`src/source/dcache_pkg.sv`:
```
package dcache_pkg;

    // data word or byte address
    typedef logic [31:0] word_t;

    // 0 is the left way, 1 the right way
    typedef logic way_t;

    localparam int BYTE_BITS = 2;
    localparam int WORD_BITS = 1;  // two words per block

    typedef enum logic [3:0] {
        ACCESS,
        WB0,
        WB1,
        MEM0,
        MEM1,
        FLUSH_SCAN,
        FLUSH0,
        FLUSH1,
        HALTED
    } dcache_state_t;

endpackage

```
`src/source/dcache.sv`:
```
`timescale 1ns/1ps

module dcache #(
    parameter int INDEX_BITS = 3
) (
    input  logic              CLK,
    input  logic              nRST,
    input  logic              dmemren,
    input  logic              dmemwen,
    input  dcache_pkg::word_t dmemaddr,
    input  dcache_pkg::word_t dmemstore,
    input  logic              halt,
    output dcache_pkg::word_t dmemload,
    output logic              dhit,
    output logic              flushed,
    output logic              dren,
    output logic              dwen,
    output dcache_pkg::word_t daddr,
    output dcache_pkg::word_t dstore,
    input  dcache_pkg::word_t dload,
    input  logic              dwait
);
    import dcache_pkg::*;

    localparam int TAG_BITS = 32 - INDEX_BITS - WORD_BITS - BYTE_BITS;

    // controller to storage
    logic [INDEX_BITS-1:0] idx;
    logic [WORD_BITS-1:0]  word_sel;
    way_t                  wr_way;
    logic                  wr_word, set_dirty, fill;
    word_t                 wr_data;
    logic [TAG_BITS-1:0]   fill_tag;

    // storage read side
    logic [1:0]            valid, dirty;
    logic [TAG_BITS-1:0]   tag0, tag1;
    word_t                 word0, word1;

    // lookup and controller handshake
    logic                  access_en, hit, fill_done;
    way_t                  hit_way, victim_way, fill_way;

    dcache_ways   #(.INDEX_BITS(INDEX_BITS)) ways_inst   (.*);
    dcache_lookup #(.INDEX_BITS(INDEX_BITS)) lookup_inst (.*);
    dcache_ctrl   #(.INDEX_BITS(INDEX_BITS)) ctrl_inst   (.*);

endmodule

```
`src/source/dcache_ctrl.sv`:
```
`timescale 1ns/1ps

module dcache_ctrl #(
    parameter int INDEX_BITS = 3,
    localparam int TAG_BITS = 32 - INDEX_BITS - dcache_pkg::WORD_BITS - dcache_pkg::BYTE_BITS
) (
    input  logic                             CLK,
    input  logic                             nRST,
    input  logic                             dmemren,
    input  logic                             dmemwen,
    input  dcache_pkg::word_t                dmemaddr,
    input  dcache_pkg::word_t                dmemstore,
    input  logic                             halt,
    input  logic                             hit,
    input  dcache_pkg::way_t                 hit_way,
    input  dcache_pkg::way_t                 victim_way,
    input  logic [1:0]                       valid,
    input  logic [1:0]                       dirty,
    input  logic [TAG_BITS-1:0]              tag0,
    input  logic [TAG_BITS-1:0]              tag1,
    input  dcache_pkg::word_t                word0,
    input  dcache_pkg::word_t                word1,
    input  dcache_pkg::word_t                dload,
    input  logic                             dwait,
    output logic                             access_en,
    output logic [INDEX_BITS-1:0]            idx,
    output logic [dcache_pkg::WORD_BITS-1:0] word_sel,
    output dcache_pkg::way_t                 wr_way,
    output logic                             wr_word,
    output dcache_pkg::word_t                wr_data,
    output logic                             set_dirty,
    output logic                             fill,
    output logic [TAG_BITS-1:0]              fill_tag,
    output logic                             fill_done,
    output dcache_pkg::way_t                 fill_way,
    output logic                             dren,
    output logic                             dwen,
    output dcache_pkg::word_t                daddr,
    output dcache_pkg::word_t                dstore,
    output logic                             flushed
);
    import dcache_pkg::*;

    localparam int IDX_LSB = BYTE_BITS + WORD_BITS;

    dcache_state_t         state;
    dcache_state_t         next_state;
    logic [INDEX_BITS:0]   scan_cnt;  // msb is the way, way 0 first
    logic [INDEX_BITS:0]   next_scan_cnt;
    logic [TAG_BITS-1:0]   req_tag;
    logic [TAG_BITS-1:0]   op_tag;
    logic [INDEX_BITS-1:0] req_idx;
    way_t                  op_way;
    logic                  req;
    logic                  flushing;

    assign req_tag  = dmemaddr[31 -: TAG_BITS];
    assign req_idx  = dmemaddr[IDX_LSB +: INDEX_BITS];
    assign req      = dmemren || dmemwen;
    assign flushing = state inside {FLUSH_SCAN, FLUSH0, FLUSH1};

    // which line the storage looks at
    assign idx    = flushing ? scan_cnt[INDEX_BITS-1:0] : req_idx;
    assign op_way = flushing ? way_t'(scan_cnt[INDEX_BITS]) :
                    (state == ACCESS) ? hit_way : victim_way;
    assign op_tag = op_way ? tag1 : tag0;

    always_comb begin
        case (state)
            WB0, MEM0, FLUSH0: word_sel = '0;
            WB1, MEM1, FLUSH1: word_sel = WORD_BITS'(1);
            default:           word_sel = dmemaddr[BYTE_BITS +: WORD_BITS];
        endcase
    end

    // storage strobes
    assign access_en = (state == ACCESS) && req;
    assign set_dirty = access_en && dmemwen && hit;
    assign fill      = (state == MEM1) && !dwait;
    assign fill_done = fill;
    assign wr_word   = set_dirty || ((state inside {MEM0, MEM1}) && !dwait);
    assign wr_data   = (state == ACCESS) ? dmemstore : dload;
    assign wr_way    = op_way;
    assign fill_tag  = req_tag;
    assign fill_way  = victim_way;

    // memory port, held as a level until dwait drops
    assign dren    = state inside {MEM0, MEM1};
    assign dwen    = state inside {WB0, WB1, FLUSH0, FLUSH1};
    assign daddr   = (dren || dwen) ?
                     {(dren ? req_tag : op_tag), idx, word_sel, {BYTE_BITS{1'b0}}} : '0;
    assign dstore  = dwen ? (op_way ? word1 : word0) : '0;
    assign flushed = (state == HALTED);

    always_comb begin
        next_state    = state;
        next_scan_cnt = scan_cnt;
        case (state)
            ACCESS: begin
                if (req && !hit) begin
                    next_state = (valid[victim_way] && dirty[victim_way]) ? WB0 : MEM0;
                end else if (!req && halt) begin
                    next_state    = FLUSH_SCAN;
                    next_scan_cnt = '0;
                end
            end
            WB0:    if (!dwait) next_state = WB1;
            WB1:    if (!dwait) next_state = MEM0;
            MEM0:   if (!dwait) next_state = MEM1;
            MEM1:   if (!dwait) next_state = ACCESS;  // retry now hits
            FLUSH_SCAN: begin
                if (valid[op_way] && dirty[op_way]) begin
                    next_state = FLUSH0;
                end else if (&scan_cnt) begin
                    next_state = HALTED;
                end else begin
                    next_scan_cnt = scan_cnt + 1'b1;
                end
            end
            FLUSH0: if (!dwait) next_state = FLUSH1;
            FLUSH1: begin
                if (!dwait) begin
                    next_state    = (&scan_cnt) ? HALTED : FLUSH_SCAN;
                    next_scan_cnt = scan_cnt + 1'b1;
                end
            end
            default: next_state = state;  // HALTED until reset
        endcase
    end

    always_ff @(posedge CLK, negedge nRST) begin
        if (!nRST) begin
            state    <= ACCESS;
            scan_cnt <= '0;
        end else begin
            state    <= next_state;
            scan_cnt <= next_scan_cnt;
        end
    end

    a_one_dir: assert property (@(posedge CLK) disable iff (!nRST) !(dren && dwen))
        else $error("dren and dwen together");

    // stalled transfer keeps the whole request steady
    a_hold_on_wait: assert property (@(posedge CLK) disable iff (!nRST)
        (dren || dwen) && dwait |=>
            $stable(dren) && $stable(dwen) && $stable(daddr) && $stable(dstore))
        else $error("memory request changed under dwait");

endmodule

```
`src/source/dcache_lookup.sv`:
```
`timescale 1ns/1ps

module dcache_lookup #(
    parameter int INDEX_BITS = 3,
    localparam int TAG_BITS = 32 - INDEX_BITS - dcache_pkg::WORD_BITS - dcache_pkg::BYTE_BITS
) (
    input  logic                CLK,
    input  logic                nRST,
    input  logic                access_en,
    input  dcache_pkg::word_t   dmemaddr,
    input  logic [1:0]          valid,
    input  logic [TAG_BITS-1:0] tag0,
    input  logic [TAG_BITS-1:0] tag1,
    input  dcache_pkg::word_t   word0,
    input  dcache_pkg::word_t   word1,
    input  logic                fill_done,
    input  dcache_pkg::way_t    fill_way,
    output logic                hit,
    output dcache_pkg::way_t    hit_way,
    output dcache_pkg::way_t    victim_way,
    output logic                dhit,
    output dcache_pkg::word_t   dmemload
);
    import dcache_pkg::*;

    localparam int SETS    = 1 << INDEX_BITS;
    localparam int IDX_LSB = BYTE_BITS + WORD_BITS;

    logic [TAG_BITS-1:0]   req_tag;
    logic [INDEX_BITS-1:0] req_idx;
    logic                  hit0;
    logic                  hit1;
    logic [SETS-1:0]       mru;  // most recently used way per set

    assign req_tag = dmemaddr[31 -: TAG_BITS];
    assign req_idx = dmemaddr[IDX_LSB +: INDEX_BITS];

    assign hit0    = valid[0] && (tag0 == req_tag);
    assign hit1    = valid[1] && (tag1 == req_tag);
    assign hit     = hit0 || hit1;
    assign hit_way = way_t'(hit1);

    assign victim_way = way_t'(!mru[req_idx]);

    assign dhit     = access_en && hit;
    assign dmemload = dhit ? (hit1 ? word1 : word0) : '0;

    always_ff @(posedge CLK, negedge nRST) begin
        if (!nRST) begin
            mru <= '0;
        end else if (fill_done) begin
            mru[req_idx] <= fill_way;  // new block counts as used
        end else if (dhit) begin
            mru[req_idx] <= hit_way;
        end
    end

    // the controller only fills the victim after a miss, so a tag never sits in both ways
    a_one_way_hit: assert property (@(posedge CLK) disable iff (!nRST)
        access_en |-> !(hit0 && hit1))
        else $error("both ways hit");

endmodule

```
`src/source/dcache_ways.sv`:
```
`timescale 1ns/1ps

module dcache_ways #(
    parameter int INDEX_BITS = 3,
    localparam int TAG_BITS = 32 - INDEX_BITS - dcache_pkg::WORD_BITS - dcache_pkg::BYTE_BITS
) (
    input  logic                             CLK,
    input  logic                             nRST,
    input  logic [INDEX_BITS-1:0]            idx,
    input  logic [dcache_pkg::WORD_BITS-1:0] word_sel,
    input  dcache_pkg::way_t                 wr_way,
    input  logic                             wr_word,
    input  dcache_pkg::word_t                wr_data,
    input  logic                             set_dirty,
    input  logic                             fill,
    input  logic [TAG_BITS-1:0]              fill_tag,
    output logic [1:0]                       valid,
    output logic [1:0]                       dirty,
    output logic [TAG_BITS-1:0]              tag0,
    output logic [TAG_BITS-1:0]              tag1,
    output dcache_pkg::word_t                word0,
    output dcache_pkg::word_t                word1
);
    import dcache_pkg::*;

    localparam int SETS  = 1 << INDEX_BITS;
    localparam int WORDS = 1 << WORD_BITS;

    logic [1:0]          valid_q [SETS];  // one bit per way
    logic [1:0]          dirty_q [SETS];
    logic [TAG_BITS-1:0] tag_mem [2][SETS];
    word_t               data_mem [2][SETS][WORDS];

    // line state
    always_ff @(posedge CLK, negedge nRST) begin
        if (!nRST) begin
            for (int s = 0; s < SETS; s++) begin
                valid_q[s] <= '0;
                dirty_q[s] <= '0;
            end
        end else if (fill) begin
            valid_q[idx][wr_way] <= 1'b1;  // freshly filled line is clean
            dirty_q[idx][wr_way] <= 1'b0;
        end else if (wr_word && set_dirty) begin
            dirty_q[idx][wr_way] <= 1'b1;
        end
    end

    // tags and block words
    always_ff @(posedge CLK) begin
        if (fill) begin
            tag_mem[wr_way][idx] <= fill_tag;
        end
        if (wr_word) begin
            data_mem[wr_way][idx][word_sel] <= wr_data;
        end
    end

    // combinational read of the addressed set
    assign valid = valid_q[idx];
    assign dirty = dirty_q[idx];
    assign tag0  = tag_mem[0][idx];
    assign tag1  = tag_mem[1][idx];
    assign word0 = data_mem[0][idx][word_sel];  // left
    assign word1 = data_mem[1][idx][word_sel];  // right

    // store hits only happen in ACCESS, fills only at the end of MEM1
    a_fill_not_store: assert property (@(posedge CLK) disable iff (!nRST)
        !(fill && set_dirty))
        else $error("fill and store hit in the same cycle");

endmodule

```
`config.mk`:
```
export PLATFORM = sky130hd
export DESIGN_NAME = dcache
export DESIGN_NICKNAME = d
export VERILOG_FILES = /design/src/source/dcache_pkg.sv /design/src/source/dcache.sv /design/src/source/dcache_ctrl.sv /design/src/source/dcache_lookup.sv /design/src/source/dcache_ways.sv
export SDC_FILE = /design/constraint.sdc
export NUM_CORES = 2
export LEC_CHECK = 0
export ABC_AREA = 1
export BUFFER_PORTS_ARGS = -buffer_cell sky130_fd_sc_hd__clkbuf_2
export CORE_ASPECT_RATIO = 1.25
export CORE_MARGIN = 3
export CORE_UTILIZATION = 62
export CTS_BUF_LIST = sky130_fd_sc_hd__clkbuf_16
export DETAILED_ROUTE_END_ITERATION = 12
export GPL_ROUTABILITY_DRIVEN = 0
export PLACE_DENSITY_LB_ADDON = 0.1
export SETUP_SLACK_MARGIN = 0.05
export SLEW_MARGIN = 20
export SYNTH_ARGS = -nofsm -noshare
export SYNTH_HDL_FRONTEND = slang
export SYNTH_SLANG_ARGS = --single-unit
```
`constraint.sdc`:
```
create_clock -name CLK -period 7.6 [get_ports CLK]
set_input_delay 0 -clock CLK [delete_from_list [all_inputs] [get_ports CLK]]
set_output_delay 0 -clock CLK [all_outputs]
set_load 0.01 [all_outputs]
```
==> impl_metrics.csv <==
group,metric,value,unit
status,status,"completed",
floorplanning,io_pins,202,
place,post-dp-hpwl,95500,um
routing,vias,40200,
critical_path,reg2reg_slack,1.54,ns
power_and_ir_drop,p_sw,0.00364,W
synthesis,synth_area_per_cell,12.6,sq um
synthesis,synth_seq_cells,1488,
synthesis,synth-edff-count,1440,
grt,grt_pass1_vias,38100,
routing,viasPerCell,6.26,
timing,period_minus_slack,6.79,ns
power_and_ir_drop,switching_share,0.222,
floorplanning,die_area,101000,sq um
cells_and_area,nets,5123,
power_and_ir_drop,ir_worst_vdd,0.210,mV
synthesis,syn-cell-area,60100,sq um
timing,fin_skew,0.0395,ns
clock_network,clockBufferDepth,3,
place,dp.cells,6120,
critical_path,worstPathRequired,7.60,ns
power_and_ir_drop,p_int,0.0128,W
flow_run,maxCapViolations,0,
power_and_ir_drop,clockPowerShare,0.399,
synthesis,synth_ff_type,"edfxtp_1",
timing,maxSlewHeadroom,0.228,
cells_and_area,final_area,67900,sq um
clock_network,postCtsSetupRepairBufs,0,
critical_path,crit_fanout,88,
routing,drtIter0Drc,4520,
critical_path,cp_common_cell,"nand2_1",
cells_and_area,layout-drive-gt1-share,0.130,
clock_network,cts_tree,"yes",
clock_network,clock_latency,0.76,ns
synthesis,netlist_instances,4772,
synthesis,synthArstFlopShare,0.0323,
power_and_ir_drop,seqPwrFrac,0.547,
clock_network,cts_htree_levels,4,
routing,antenna_left,0,
floorplanning,fp.coreArea,96000,sq um
clock_network,cts_made_buffers,139,
synthesis,synth_top_area_share,0.720,
min_path,hold_class,"input pin to flop",
timing,fin_crit_sh,0.893,
critical_path,crit_path_end_kind,"output pin",
critical_path,startpoint_type,"flop",
place,dp_slack,1.60,ns
grt,antenna_found_initial,3,
min_path,min_from,"dmemren",
timing,finalWorstSetupSlack,0.811,ns
floorplanning,die_h,354,um
clock_network,cts_num_sinks,1488,
floorplanning,rows,127,
critical_path,r2r-end,"ways_inst.tag_mem[1][34]$_DFFE_PP_",
place,placed_cell_area,63100,sq um
timing,rsz0062_at_grt,"false",
clock_network,clk_pin_slew_worst_paths,0.06,ns
synthesis,synth_warnings,0,
clock_network,cts_root_buf,"clkbuf_16",
critical_path,reg2reg_from,"ctrl_inst.state[1]$_DFFE_PN0P_",
critical_path,rr_worst_depth,26,
timing,fmax,147,MHz
floorplanning,start_util,0.626,
synthesis,yosysSeqAreaShare,0.740,
synthesis,synth.most_common_cell,"edfxtp_1",
grt,grt_usage,0.335,
routing,first_pass_iters,5,
min_path,hold_end,"ctrl_inst.state[0]$_DFFE_PN0P_",
critical_path,crit_slowest_cell,"inv_4",
synthesis,ys_types,47,
routing,remaining_drc_errors,0,
synthesis,ys_top_cells_by_count,"edfxtp_1 (1,440), nand2_1 (964), nor2_1 (529)",
critical_path,path_class,"flop to output pin",
clock_network,ctsResizeCount,0,
power_and_ir_drop,powerDensity,242,nW/um^2
timing,hold_viol_final,0,
power_and_ir_drop,p_comb_frac,0.053,
power_and_ir_drop,p_total,0.0164,W
grt,gr-total-overflow,0,
place,port_buffers,197,
timing,drv_slew,0,
synthesis,yosysTopAreaCell,"edfxtp_1",
timing,max_slew.worst_pin.slew,1.15,ns
min_path,worstHoldPathCells,6,
critical_path,arrival,6.79,ns
routing,wl,170000,um
cells_and_area,fin_cells,6423,
timing,setup_viol,0,
floorplanning,die_w,284,um
timing,fin_tns_setup,0,ns
cells_and_area,fillers,6568,
critical_path,max_stage_delay,0.73,ns
synthesis,netlist_top_cells_area,"edfxtp_1 (72%), nand2_1 (6.0%), o22ai_1 (3.3%)",
power_and_ir_drop,leakage,25.0,nW
grt,grt_max_degree,134,
routing,wl_per_cell,26.5,um
cells_and_area,area_delta_synth_final,13.1,%
grt,grt_pass1_wl,246000,um
sequential cells by signal (all words and copies together) (netlist names), named ones only:
signal / cells
lookup_inst.mru: 8
ways_inst.tag_mem: 416
ctrl_inst.state: 4
ways_inst.data_mem: 1024
ways_inst.valid_q: 16
ctrl_inst.scan_cnt: 4
layer usage:
metal  share of wire  routed length, um  GRT usage  vias up
met5        0.000076                 13          0        -
met4           0.055               9350      0.170        2
met3           0.094              16000     0.0540      499
met2            0.49              83400      0.561     2359
met1            0.36              61500      0.429    19600
li1                -                  -          -    17700
how the worst max path moves through the flow:
stage,from,end,slack [ns],depth (start not counted)
CTS,ctrl_inst.state[1]$_DFFE_PN0P_,dstore[5],0.86,26
finish,ctrl_inst.state[1]$_DFFE_PN0P_,dstore[9],0.81,26
global route,ctrl_inst.state[1]$_DFFE_PN0P_,dstore[9],0.34,26
floorplan,ctrl_inst.state[1]$_DFFE_PN0P_,ways_inst.data_mem[1][288]$_DFFE_PP_,2.20,23
global placement,ctrl_inst.state[1]$_DFFE_PN0P_,ways_inst.tag_mem[1][42]$_DFFE_PP_,1.69,26
detailed placement,ctrl_inst.state[1]$_DFFE_PN0P_,ways_inst.tag_mem[1][42]$_DFFE_PP_,1.60,26
power groups by stage:
stage               clock network [W]  registers [W]  logic, W
finish                        0.00656        0.00899  0.000877
global route                  0.00693        0.00899  0.000947
detailed placement                  0        0.00917  0.000840
global placement                    0        0.00917  0.000826
floorplan                           0        0.00916  0.000483
CTS                           0.00662        0.00899  0.000864
worst max-delay path, delay by kind of cell (launching register included):
family                 cells  cell delay (ns)
AND/OR/NAND/NOR           19             2.90
buffers and inverters      5             2.04
flip-flops                 1             0.47
AO/OA/AOI/OAI              2             0.44
metrics by stage:
stage	hold WS, ns	utilization
final	0.0631	0.708
after floorplan	-0.296	-
after global placement	0.171	0.657
after global routing	0.124	0.707
after CTS	0.00331	0.707
after detailed placement	0.173	0.657
logic make-up (layout without fill, tap and decap cells):
logic type      after synthesis  in the layout  share of synthesized area
fa+ha+maj                     1              1                   0.000208
flops                      1488           1488                      0.740
buf+inv                     568            924                     0.0386
compound gates              875            875                     0.0929
mux                          13             13                    0.00217
xor+xnor                      6              6                   0.000875
other cells                   1              6                  0.0000624
simple gates               1820           1820                      0.125
cell type report:
| class | instances | area, sq um | share of cell area |
|---|---|---|---|
| multi-input cells | 2717 | 13800 | 0.203 |
| clock buffers | 142 | 3550 | 0.0523 |
| flip-flops and latches | 1488 | 44400 | 0.654 |
| inverters | 309 | 1160 | 0.0172 |
| clock inverters | 108 | 769 | 0.0113 |
| well taps | 1290 | 1610 | 0.0238 |
| repair buffers | 365 | 2570 | 0.0378 |
| diodes | 4 | 10.0 | 0.000147 |
what timing repair did:
action,in CTS,in global routing
hold buffers,49,0
endpoints found under the hold margin,660,0
endpoints found under the setup margin,0,0
cells in the final DEF, fill, tap and decap left out, types with 49 or more instances in the layout:
master            n
edfxtp_1       1440
nand2_1         958
nor2_1          497
inv_1           333
o22ai_1         321
clkbuf_2        197
o21ai_0         177
clkbuf_16       142
buf_4           103
nand3_1         101
o21ai_1          90
or2_2            75
nor3_1           60
a21oi_1          58
dlygate4sd3_1    49
No activity file was read; power rests on OpenSTA's default activity.
